`src/rtl/eth_mac_pkg.sv`:
```
// MAC-side states and gap timing for a single clock domain; IFG counted in whole words only.
package eth_mac_pkg;

    // ====================
    // state machines
    // ====================

    // transmit encoder.
    typedef enum logic [2:0] {
        TX_IDLE,
        TX_PREAMBLE,
        TX_DATA,
        TX_TERM,
        TX_IFG
    } tx_state_t;

    // receive decoder.
    typedef enum logic [1:0] {
        RX_IDLE,
        RX_PREAMBLE,
        RX_DATA,
        RX_DROP
    } rx_state_t;

    // pause gate tracking of frame boundaries.
    typedef enum logic [1:0] {
        GATE_PASS,
        GATE_FRAME,
        GATE_PAUSED
    } gate_state_t;

    // all-idle words after the terminate word.
    localparam int IFG_WORDS_DEFAULT = 3;

endpackage

```
`src/rtl/eth_xgmii_pkg.sv`:
```
// 32-bit XGMII only; lane 0 holds the earliest byte, txc/rxc bit set marks a control character.
package eth_xgmii_pkg;

    // ====================
    // widths
    // ====================

    // byte lanes per xgmii word.
    localparam int LANES = 4;
    localparam int DATA_W = 32;
    localparam int CTRL_W = 4;

    typedef logic [DATA_W-1:0] xgmii_data_t;

    // one bit per lane, set for a control character.
    typedef logic [CTRL_W-1:0] xgmii_ctrl_t;

    // ====================
    // line codes
    // ====================

    localparam logic [7:0] XGMII_IDLE = 8'h07;
    localparam logic [7:0] XGMII_START = 8'hfb;
    localparam logic [7:0] XGMII_TERM = 8'hfd;
    localparam logic [7:0] XGMII_ERROR = 8'hfe;

    // preamble bytes that follow the start character.
    localparam logic [7:0] ETH_PRE = 8'h55;
    localparam logic [7:0] ETH_SFD = 8'hd5;

endpackage
```
`src/rtl/mac_stream_if.sv`:
```
// Byte stream with ready; tkeep contiguous from lane 0 and partial only on the tlast beat.
interface mac_stream_if;

    eth_xgmii_pkg::xgmii_data_t tdata;
    logic [eth_xgmii_pkg::LANES-1:0] tkeep;
    logic tvalid;
    logic tready;
    logic tlast;

    // frame source side.
    modport src (
        output tdata, tkeep, tvalid, tlast,
        input  tready
    );

    // frame sink side.
    modport snk (
        input  tdata, tkeep, tvalid, tlast,
        output tready
    );

endinterface

```
`src/rtl/eth_mac_32.sv`:
```
// Single clock for both directions; receive stream has no back-pressure and must always be taken.
module eth_mac_32 #(
    parameter int IFG_WORDS = eth_mac_pkg::IFG_WORDS_DEFAULT
) (
    input  wire logic                                   clk,
    input  wire logic                                   rst,

    // transmit stream.
    input  wire logic [eth_xgmii_pkg::DATA_W-1:0]       tx_axis_tdata,
    input  wire logic [eth_xgmii_pkg::LANES-1:0]        tx_axis_tkeep,
    input  wire logic                                   tx_axis_tvalid,
    output logic                                        tx_axis_tready,
    input  wire logic                                   tx_axis_tlast,

    // receive stream.
    output logic [eth_xgmii_pkg::DATA_W-1:0]            rx_axis_tdata,
    output logic [eth_xgmii_pkg::LANES-1:0]             rx_axis_tkeep,
    output logic                                        rx_axis_tvalid,
    output logic                                        rx_axis_tlast,
    output logic                                        rx_axis_tuser,

    // xgmii.
    output logic [eth_xgmii_pkg::DATA_W-1:0]            xgmii_txd,
    output logic [eth_xgmii_pkg::CTRL_W-1:0]            xgmii_txc,
    input  wire logic [eth_xgmii_pkg::DATA_W-1:0]       xgmii_rxd,
    input  wire logic [eth_xgmii_pkg::CTRL_W-1:0]       xgmii_rxc,

    // pause.
    input  wire logic                                   tx_pause_req,
    output logic                                        tx_pause_ack,

    // status pulses.
    output logic                                        tx_start_packet,
    output logic                                        stat_tx_pkt_good,
    output logic                                        stat_tx_err_underflow,
    output logic                                        rx_start_packet,
    output logic                                        stat_rx_pkt_good,
    output logic                                        stat_rx_pkt_bad,
    output logic                                        stat_rx_err_preamble
);

mac_stream_if tx_stream ();

tx_pause_gate gate0 (
    .clk(clk),
    .rst(rst),
    .in_tdata(tx_axis_tdata),
    .in_tkeep(tx_axis_tkeep),
    .in_tvalid(tx_axis_tvalid),
    .in_tlast(tx_axis_tlast),
    .in_tready(tx_axis_tready),
    .out(tx_stream),
    .tx_pause_req(tx_pause_req),
    .tx_pause_ack(tx_pause_ack)
);

xgmii_tx_32 #(
    .IFG_WORDS(IFG_WORDS)
) tx0 (
    .clk(clk),
    .rst(rst),
    .tx(tx_stream),
    .xgmii_txd(xgmii_txd),
    .xgmii_txc(xgmii_txc),
    .tx_start_packet(tx_start_packet),
    .stat_tx_pkt_good(stat_tx_pkt_good),
    .stat_tx_err_underflow(stat_tx_err_underflow)
);

xgmii_rx_32 rx0 (
    .clk(clk),
    .rst(rst),
    .xgmii_rxd(xgmii_rxd),
    .xgmii_rxc(xgmii_rxc),
    .rx_axis_tdata(rx_axis_tdata),
    .rx_axis_tkeep(rx_axis_tkeep),
    .rx_axis_tvalid(rx_axis_tvalid),
    .rx_axis_tlast(rx_axis_tlast),
    .rx_axis_tuser(rx_axis_tuser),
    .rx_start_packet(rx_start_packet),
    .stat_rx_pkt_good(stat_rx_pkt_good),
    .stat_rx_pkt_bad(stat_rx_pkt_bad),
    .stat_rx_err_preamble(stat_rx_err_preamble)
);

endmodule

```
`src/rtl/xgmii_rx_32.sv`:
```
// Start accepted in lane 0 only; no FCS check, frames without data bytes are not delivered.
module xgmii_rx_32 (
    input  wire logic                               clk,
    input  wire logic                               rst,
    input  wire eth_xgmii_pkg::xgmii_data_t         xgmii_rxd,
    input  wire eth_xgmii_pkg::xgmii_ctrl_t         xgmii_rxc,
    output eth_xgmii_pkg::xgmii_data_t              rx_axis_tdata,
    output logic [eth_xgmii_pkg::LANES-1:0]         rx_axis_tkeep,
    output logic                                    rx_axis_tvalid,
    output logic                                    rx_axis_tlast,
    output logic                                    rx_axis_tuser,
    output logic                                    rx_start_packet,
    output logic                                    stat_rx_pkt_good,
    output logic                                    stat_rx_pkt_bad,
    output logic                                    stat_rx_err_preamble
);

eth_mac_pkg::rx_state_t state;

eth_xgmii_pkg::xgmii_data_t hold_d;
logic [eth_xgmii_pkg::LANES-1:0] hold_k;
logic hold_v;
logic hold_l;
logic frame_err;
logic pre_ok;

logic [eth_xgmii_pkg::LANES-1:0] term_vec;
logic [eth_xgmii_pkg::LANES-1:0] err_vec;
logic [eth_xgmii_pkg::LANES-1:0] data_mask;
logic has_term;
logic cur_err;
logic is_start;
logic start_tail_ok;
logic sfd_ok;

// lane decode; data_mask covers lanes before the first terminate.
always_comb begin
    has_term = 1'b0;
    for (int i = 0; i < eth_xgmii_pkg::LANES; i++) begin
        term_vec[i] = xgmii_rxc[i] && xgmii_rxd[8*i +: 8] == eth_xgmii_pkg::XGMII_TERM;
        err_vec[i] = xgmii_rxc[i] && xgmii_rxd[8*i +: 8] == eth_xgmii_pkg::XGMII_ERROR;
        if (term_vec[i]) begin
            has_term = 1'b1;
        end
        data_mask[i] = !has_term;
    end
    cur_err = |(err_vec & data_mask);
end

assign is_start = xgmii_rxc[0] && xgmii_rxd[7:0] == eth_xgmii_pkg::XGMII_START;
assign start_tail_ok = xgmii_rxc[3:1] == 3'b000 &&
                       xgmii_rxd[31:8] == {3{eth_xgmii_pkg::ETH_PRE}};
assign sfd_ok = xgmii_rxc == '0 &&
                xgmii_rxd == {eth_xgmii_pkg::ETH_SFD, {3{eth_xgmii_pkg::ETH_PRE}}};

always_ff @(posedge clk) begin
    if (rst) begin
        state <= eth_mac_pkg::RX_IDLE;
        hold_v <= 1'b0;
        hold_l <= 1'b0;
        frame_err <= 1'b0;
        pre_ok <= 1'b0;
        rx_axis_tvalid <= 1'b0;
        rx_axis_tlast <= 1'b0;
        rx_axis_tuser <= 1'b0;
        rx_start_packet <= 1'b0;
        stat_rx_pkt_good <= 1'b0;
        stat_rx_pkt_bad <= 1'b0;
        stat_rx_err_preamble <= 1'b0;
    end else begin
        rx_axis_tvalid <= 1'b0;
        rx_start_packet <= is_start;
        stat_rx_pkt_good <= 1'b0;
        stat_rx_pkt_bad <= 1'b0;
        stat_rx_err_preamble <= 1'b0;

        // short last word left over from a terminate in lanes 1..3.
        if (hold_v && hold_l) begin
            rx_axis_tvalid <= 1'b1;
            rx_axis_tdata <= hold_d;
            rx_axis_tkeep <= hold_k;
            rx_axis_tlast <= 1'b1;
            rx_axis_tuser <= frame_err;
            stat_rx_pkt_good <= !frame_err;
            stat_rx_pkt_bad <= frame_err;
            hold_v <= 1'b0;
            hold_l <= 1'b0;
        end

        case (state)
            eth_mac_pkg::RX_IDLE: begin
                if (is_start) begin
                    pre_ok <= start_tail_ok;
                    state <= eth_mac_pkg::RX_PREAMBLE;
                end
            end
            eth_mac_pkg::RX_PREAMBLE: begin
                if (pre_ok && sfd_ok) begin
                    frame_err <= 1'b0;
                    state <= eth_mac_pkg::RX_DATA;
                end else begin
                    stat_rx_err_preamble <= 1'b1;
                    state <= has_term ? eth_mac_pkg::RX_IDLE : eth_mac_pkg::RX_DROP;
                end
            end
            eth_mac_pkg::RX_DATA: begin
                // a new word releases the held one; terminate in lane 0 makes it last.
                if (hold_v) begin
                    rx_axis_tvalid <= 1'b1;
                    rx_axis_tdata <= hold_d;
                    rx_axis_tkeep <= hold_k;
                    rx_axis_tlast <= term_vec[0];
                    rx_axis_tuser <= term_vec[0] && frame_err;
                    stat_rx_pkt_good <= term_vec[0] && !frame_err;
                    stat_rx_pkt_bad <= term_vec[0] && frame_err;
                end
                frame_err <= frame_err || cur_err;
                hold_d <= xgmii_rxd;
                hold_k <= data_mask;
                hold_v <= |data_mask;
                hold_l <= has_term;
                if (has_term) begin
                    state <= eth_mac_pkg::RX_IDLE;
                end
            end
            default: begin
                if (has_term) begin
                    state <= eth_mac_pkg::RX_IDLE;
                end
            end
        endcase
    end
end

endmodule

```
`src/rtl/xgmii_tx_32.sv`:
```
// No FCS, padding or deficit idle; IFG_WORDS >= 1, and an underflow drains the rest of the frame.
module xgmii_tx_32 #(
    parameter int IFG_WORDS = 3
) (
    input  wire logic                   clk,
    input  wire logic                   rst,
    mac_stream_if.snk                   tx,
    output eth_xgmii_pkg::xgmii_data_t  xgmii_txd,
    output eth_xgmii_pkg::xgmii_ctrl_t  xgmii_txc,
    output logic                        tx_start_packet,
    output logic                        stat_tx_pkt_good,
    output logic                        stat_tx_err_underflow
);

localparam int CNT_W = $clog2(IFG_WORDS + 1);
localparam eth_xgmii_pkg::xgmii_data_t IDLE_WORD = {eth_xgmii_pkg::LANES{eth_xgmii_pkg::XGMII_IDLE}};

eth_mac_pkg::tx_state_t state;
logic [CNT_W-1:0] ifg_cnt;
logic drop;

eth_xgmii_pkg::xgmii_data_t beat_d;
eth_xgmii_pkg::xgmii_ctrl_t beat_c;

assign tx.tready = (state == eth_mac_pkg::TX_DATA);

// ====================
// lane mapping
// ====================

// unused lanes get terminate in the first one, idles after it.
always_comb begin
    logic prev_keep;
    prev_keep = 1'b1;
    for (int i = 0; i < eth_xgmii_pkg::LANES; i++) begin
        if (tx.tkeep[i]) begin
            beat_d[8*i +: 8] = tx.tdata[8*i +: 8];
            beat_c[i] = 1'b0;
        end else if (prev_keep) begin
            beat_d[8*i +: 8] = eth_xgmii_pkg::XGMII_TERM;
            beat_c[i] = 1'b1;
        end else begin
            beat_d[8*i +: 8] = eth_xgmii_pkg::XGMII_IDLE;
            beat_c[i] = 1'b1;
        end
        prev_keep = tx.tkeep[i];
    end
end

// ====================
// encoder
// ====================

always_ff @(posedge clk) begin
    if (rst) begin
        state <= eth_mac_pkg::TX_IDLE;
        ifg_cnt <= '0;
        drop <= 1'b0;
        xgmii_txd <= IDLE_WORD;
        xgmii_txc <= '1;
        tx_start_packet <= 1'b0;
        stat_tx_pkt_good <= 1'b0;
        stat_tx_err_underflow <= 1'b0;
    end else begin
        xgmii_txd <= IDLE_WORD;
        xgmii_txc <= '1;
        tx_start_packet <= 1'b0;
        stat_tx_pkt_good <= 1'b0;
        stat_tx_err_underflow <= 1'b0;
        case (state)
            eth_mac_pkg::TX_IDLE: begin
                if (tx.tvalid) begin
                    xgmii_txd <= {{3{eth_xgmii_pkg::ETH_PRE}}, eth_xgmii_pkg::XGMII_START};
                    xgmii_txc <= 4'b0001;
                    tx_start_packet <= 1'b1;
                    state <= eth_mac_pkg::TX_PREAMBLE;
                end
            end
            eth_mac_pkg::TX_PREAMBLE: begin
                xgmii_txd <= {eth_xgmii_pkg::ETH_SFD, {3{eth_xgmii_pkg::ETH_PRE}}};
                xgmii_txc <= '0;
                drop <= 1'b0;
                state <= eth_mac_pkg::TX_DATA;
            end
            eth_mac_pkg::TX_DATA: begin
                if (drop) begin
                    // discard what is left of an underflowed frame.
                    if (tx.tvalid && tx.tlast) begin
                        ifg_cnt <= '0;
                        state <= eth_mac_pkg::TX_IFG;
                    end
                end else if (tx.tvalid) begin
                    xgmii_txd <= beat_d;
                    xgmii_txc <= beat_c;
                    if (tx.tlast && &tx.tkeep) begin
                        state <= eth_mac_pkg::TX_TERM;
                    end else if (tx.tlast) begin
                        stat_tx_pkt_good <= 1'b1;
                        ifg_cnt <= '0;
                        state <= eth_mac_pkg::TX_IFG;
                    end
                end else begin
                    xgmii_txd <= {eth_xgmii_pkg::LANES{eth_xgmii_pkg::XGMII_ERROR}};
                    stat_tx_err_underflow <= 1'b1;
                    drop <= 1'b1;
                    state <= eth_mac_pkg::TX_TERM;
                end
            end
            eth_mac_pkg::TX_TERM: begin
                xgmii_txd <= {{3{eth_xgmii_pkg::XGMII_IDLE}}, eth_xgmii_pkg::XGMII_TERM};
                stat_tx_pkt_good <= !drop;
                ifg_cnt <= '0;
                state <= drop ? eth_mac_pkg::TX_DATA : eth_mac_pkg::TX_IFG;
            end
            default: begin
                ifg_cnt <= ifg_cnt + 1'b1;
                if (ifg_cnt == CNT_W'(IFG_WORDS - 1)) begin
                    state <= eth_mac_pkg::TX_IDLE;
                end
            end
        endcase
    end
end

endmodule

```
`src/rtl/tx_pause_gate.sv`:
```
// Pause takes effect only between frames; a frame counts as started once tvalid is offered.
module tx_pause_gate (
    input  wire logic                               clk,
    input  wire logic                               rst,
    input  wire eth_xgmii_pkg::xgmii_data_t         in_tdata,
    input  wire logic [eth_xgmii_pkg::LANES-1:0]    in_tkeep,
    input  wire logic                               in_tvalid,
    input  wire logic                               in_tlast,
    output logic                                    in_tready,
    mac_stream_if.src                               out,
    input  wire logic                               tx_pause_req,
    output logic                                    tx_pause_ack
);

eth_mac_pkg::gate_state_t state;
logic blocked;

// block while paused, or while a request is pending between frames.
assign blocked = (state == eth_mac_pkg::GATE_PAUSED) ||
                 (state == eth_mac_pkg::GATE_PASS && tx_pause_req);

assign out.tdata = in_tdata;
assign out.tkeep = in_tkeep;
assign out.tlast = in_tlast;
assign out.tvalid = in_tvalid && !blocked;
assign in_tready = out.tready && !blocked;

assign tx_pause_ack = (state == eth_mac_pkg::GATE_PAUSED);

always_ff @(posedge clk) begin
    if (rst) begin
        state <= eth_mac_pkg::GATE_PASS;
    end else begin
        case (state)
            eth_mac_pkg::GATE_PASS: begin
                if (tx_pause_req) begin
                    state <= eth_mac_pkg::GATE_PAUSED;
                end else if (in_tvalid && !(out.tready && in_tlast)) begin
                    // encoder commits to the frame as soon as it sees tvalid.
                    state <= eth_mac_pkg::GATE_FRAME;
                end
            end
            eth_mac_pkg::GATE_FRAME: begin
                if (in_tvalid && out.tready && in_tlast) begin
                    state <= tx_pause_req ? eth_mac_pkg::GATE_PAUSED : eth_mac_pkg::GATE_PASS;
                end
            end
            default: begin
                if (!tx_pause_req) begin
                    state <= eth_mac_pkg::GATE_PASS;
                end
            end
        endcase
    end
end

endmodule

```
`config.mk`:
```
export PLATFORM = sky130hd
export DESIGN_NAME = eth_mac_32
export DESIGN_NICKNAME = d
export VERILOG_FILES = /design/src/rtl/eth_mac_pkg.sv /design/src/rtl/eth_xgmii_pkg.sv /design/src/rtl/mac_stream_if.sv /design/src/rtl/eth_mac_32.sv /design/src/rtl/xgmii_rx_32.sv /design/src/rtl/xgmii_tx_32.sv /design/src/rtl/tx_pause_gate.sv
export SDC_FILE = /design/constraint.sdc
export NUM_CORES = 1
export LEC_CHECK = 0
export BUFFER_PORTS_ARGS = -buffer_cell sky130_fd_sc_hd__buf_2
export CAP_MARGIN = 30
export CORE_MARGIN = 2
export CORE_UTILIZATION = 35
export CTS_CLUSTER_SIZE = 20
export DETAILED_ROUTE_END_ITERATION = 6
export PLACE_DENSITY = 0.61
export SLEW_MARGIN = 10
export SYNTH_ARGS = -nofsm -noshare
export SYNTH_HDL_FRONTEND = slang
export SYNTH_SLANG_ARGS = --single-unit
export TNS_END_PERCENT = 50
```
`constraint.sdc`:
```
create_clock -name clk -period 2.6 [get_ports clk]
set_input_delay 0.13 -clock clk [delete_from_list [all_inputs] [get_ports clk]]
set_output_delay 0.13 -clock clk [all_outputs]
set_load 0.05 [all_outputs]
```
==> impl_summary.txt <==
----------------------------------------------------
[Run status]
  Status ... finished clean

[Drt]
  Final Routed Wirelength ... approximately 13000 um
  Average vias per placed instance ... between 4 and 5
  Via Count ... 4049
  # DRC ... 0
  Number of DRC markers in iteration 0 ... about 220
  TritonRoute pass-1 iters ... 5
  Average wire per standard cell ... 15.1 um
  Antenna Violating Nets Remaining ... 0

[STA]
  Clock period minus final worst setup slack ... 1.94 ns
  Fin Clk Skew ... 0.00527 ns
  Fin crit share ... 74.7%
  Final hold vios ... 0
  Max-slew violations ... 0
  Max Clk Rate ... a little over 500 MHz
  RSZ-0062 raised after global routing ... false
  Transition time at the pin with the least slew margin ... 0.794 ns
  Worst setup slack after layout ... 0.657 ns
  Sum of negative setup slack ... 0 ns
  Worst hold slack ... 0.0260 ns
  Worst slew margin ... 46.5%
  Number of setup violations in the final report ... 0

[Synthesis]
  Number of synthesis warnings ... 0
  Adder-cell share of the synthesized area ... less than 1%
  EDFF count, synth ... 72
  Post-synth net total ... slightly above 500
  Primary flip-flop cell chosen by synthesis mapping ... sky130_fd_sc_hd__edfxtp_1
  Dominant combinational cell family by area after synthesis ... simple AND/OR/NAND/NOR gates
  Distinct cell type count of the synthesized netlist ... 58
  Post-synthesis mux area share ... 0.394%
  Synth async-reset ratio ... 0%
  Seq/Total Area, Yosys ... 66.2%
  Post-Synthesis Cell Area ... approximately 5000 um^2
  Post-Synth Simple-Gate Area ... 19.0%
  Fraction of post-synthesis cell area in the top cell type by area ... 42.5%
  Mapped Cells ... 433
  Compound-Gate Fraction of Synth Area ... between 10% and 20%
  Synth top area cells ... sky130_fd_sc_hd__edfxtp_1, sky130_fd_sc_hd__dfxtp_1, sky130_fd_sc_hd__and2_1
  Yosys reg bits ... around 130
  Mean Syn Cell Area ... 11.7 um^2
  Cell taking the most area after synthesis ... sky130_fd_sc_hd__edfxtp_1
  Xor and xnor fraction of the mapped netlist area ... 0%

[Finish]
  Final net count ... 724
  Fraction of layout instances using a drive strength above 1 ... 32.2%
  Area occupied by registers ... 3360 um^2
  Fraction of the core area covered by cells at the end of the flow ... between 40% and 50%
  Number of non-filler instances in the completed layout ... between 800 and 900
  Fill cells ... 1309
  Synthesis-to-finish area growth ... 40.6%
  Inserted Diodes ... 0
  Multi-input logic area ... 1590 um^2

[Die]
  Die height ... 125 um
  Placement row count ... 44
  Width of the chip ... 125 um
  Area of the die ... 15500 um^2
  Area of the core ... approximately 14000 um^2
  Initial Utilization ... ~35%
  Count of boundary I/O pins ... 161

[Placement]
  Worst setup timing slack at the placement stage ... 0.752 ns
  Number of instances in the placed design ... 762
  Weighted congestion at the end of routability-driven global placement ... just over 0.8
  HPWL after detailed placement ... roughly 9000 um
  Port-buffer cells ... 160

[Clock tree]
  Deepest clock path buffer count ... 2
  TritonCTS clock tree ... built
  Worst-path clk slew ... 0.06 ns
  Root cell of the clock tree ... sky130_fd_sc_hd__clkbuf_16
  CTS H-tree lvls ... 4
  CTS sink count ... 132
  Clock buffers created by TritonCTS ... 17
  Worst-Skew Late Latency ... 0.41 ns
  Total of cells resized after clock tree synthesis ... 0
  Post-cts hold buffer count ... 49
  Number of post-CTS setup repair buffers ... 0

[Power]
  Static power due to leakage ... approximately 2.9 nW
  Worst VDD drop ... around 0.00063 V
  Total power divided by cell area ... around 900 nW/um^2

[Flow run]
  Count of maximum capacitance violations ... 0

[Global routing]
  Number of global-route vias before repair ... 4167
  GRT Residual Overflow ... 0
  Overall track demand over capacity in global routing ... 16.7%
  Maximum number of pins on one net before global-route repair ... 39
  First-pass GRT wire length ... 20400 um
  Antenna violations before repair ... 0

[Hold path]
  Worst hold path class ... primary input to register
  Worst hold stages ... 3

[Worst setup path]
  Data arrival, critical path ... approximately 1.8 ns
  Count of cells along the worst register-to-register path ... 4
  Nature of the critical path endpoint ... output pin
  Category of the critical setup timing path ... register to output pin
  Largest fanout on the critical path ... 19
  Crit path required time ... 2.47 ns
  Crit start category ... register

----------------------------------------------------
[cell type report]
type / count / share of cell area (%)
sequential: 132 / 47.1
clock buffer: 18 / 6.01
inverter: 16 / 0.858
timing repair buffer: 212 / 18.4
tap: 184 / 3.22
clock inverter: 14 / 2.22
multi-input combinational: 267 / 22.2
[logic make-up after synthesis]
kind of cell             count (synthesis)
AND/OR/NAND/NOR                        172
flip-flops                             132
AO/OA/AOI/OAI                           92
buffers and inverters                   34
multiplexers                             2
adder cells (fa/ha/maj)                  1
[Yosys cell counts (5+ instances only)]
library cell,number
sky130_fd_sc_hd__nor2_1,28
sky130_fd_sc_hd__clkbuf_1,8
sky130_fd_sc_hd__dfxtp_1,60
sky130_fd_sc_hd__or2_2,5
sky130_fd_sc_hd__a211oi_1,7
sky130_fd_sc_hd__nand2_1,40
sky130_fd_sc_hd__nand4_1,7
sky130_fd_sc_hd__inv_1,14
sky130_fd_sc_hd__and2_1,37
sky130_fd_sc_hd__edfxtp_1,72
sky130_fd_sc_hd__nor4_1,6
sky130_fd_sc_hd__o21ai_0,20
sky130_fd_sc_hd__a21oi_1,34
sky130_fd_sc_hd__o21a_1,10
sky130_fd_sc_hd__buf_2,6
sky130_fd_sc_hd__nor3_1,12
[final timing paths]
| path | from | end | slack (ns) |
|---|---|---|---|
| setup / recovery | tx0.state[0]$_SDFFE_PP0P_ | tx_axis_tready | 0.66 |
| hold / removal | tx_axis_tdata[25] | tx0.xgmii_txd[25]$_SDFF_PP1_ | 0.03 |
| hold reg to reg | tx0.ifg_cnt[0]$_SDFFE_PP0P_ | tx0.ifg_cnt[0]$_SDFFE_PP0P_ | 0.47 |
| setup reg to reg | rx0.state[1]$_SDFFE_PP0P_ | register | 0.74 |
[report_power, final]
group	total [mW]	switching (mW)	internal [mW]
clock	2.38	0.878	1.50
combinational	1.45	1.05	0.393
sequential	2.52	0.131	2.39
total	6.34	2.06	4.28
[metrics by stage]
stage	power [mW]	cell area [um^2]
global placement	3.93	6070
finish	6.34	7150
detailed placement	3.93	6070
global route	6.60	7150
CTS	6.39	7150
floorplan	3.58	5080
[cells in the final DEF, fill, tap and decap left out, types with 2 or more instances in the layout]
cell type | Yosys | layout
sky130_fd_sc_hd__o32ai_1 | 3 | 3
sky130_fd_sc_hd__or2_2 | 5 | 5
sky130_fd_sc_hd__nor2_4 | 0 | 2
sky130_fd_sc_hd__inv_1 | 14 | 14
sky130_fd_sc_hd__nand3_1 | 4 | 4
sky130_fd_sc_hd__nor3b_1 | 2 | 2
sky130_fd_sc_hd__mux2i_1 | 2 | 2
sky130_fd_sc_hd__nand2_1 | 40 | 40
sky130_fd_sc_hd__nand2_2 | 2 | 2
sky130_fd_sc_hd__nand4_1 | 7 | 7
sky130_fd_sc_hd__nor2_1 | 28 | 26
sky130_fd_sc_hd__nor2b_1 | 4 | 3
sky130_fd_sc_hd__clkbuf_16 | 0 | 17
sky130_fd_sc_hd__bufinv_16 | 0 | 3
sky130_fd_sc_hd__a21o_1 | 3 | 3
sky130_fd_sc_hd__nor3_1 | 12 | 12
sky130_fd_sc_hd__o21a_1 | 10 | 10
sky130_fd_sc_hd__a31oi_1 | 3 | 3
sky130_fd_sc_hd__inv_6 | 0 | 3
sky130_fd_sc_hd__and2_1 | 37 | 37
sky130_fd_sc_hd__clkinv_1 | 1 | 6
sky130_fd_sc_hd__a211oi_1 | 7 | 7
sky130_fd_sc_hd__buf_4 | 0 | 3
sky130_fd_sc_hd__a21oi_1 | 34 | 34
sky130_fd_sc_hd__and3_1 | 3 | 3
sky130_fd_sc_hd__o21ai_0 | 20 | 20
sky130_fd_sc_hd__or4_1 | 3 | 3
sky130_fd_sc_hd__dfxtp_1 | 60 | 60
sky130_fd_sc_hd__nor4_1 | 6 | 6
sky130_fd_sc_hd__dlygate4sd3_1 | 0 | 49
sky130_fd_sc_hd__nor3_2 | 2 | 2
sky130_fd_sc_hd__edfxtp_1 | 72 | 72
sky130_fd_sc_hd__buf_2 | 6 | 160
sky130_fd_sc_hd__or4_4 | 2 | 2
sky130_fd_sc_hd__clkinvlp_4 | 0 | 2
sky130_fd_sc_hd__nor4b_1 | 3 | 3
[per-layer routing]
metal	wire length, um	GRT usage, %	part of all wire [%]
met5	0	0	0
met4	141	5.55	1.1
met3	858	5.93	6.7
met2	6350	28.6	50
met1	5410	19.5	42
[critical path, cell delays in order (launching register included)]
cell	delay [ns]
sky130_fd_sc_hd__dfxtp_1	0.74
sky130_fd_sc_hd__nor2_1	0.21
sky130_fd_sc_hd__and3_1	0.23
sky130_fd_sc_hd__buf_2	0.21
Note: power is estimated with default switching activity, not from simulation.
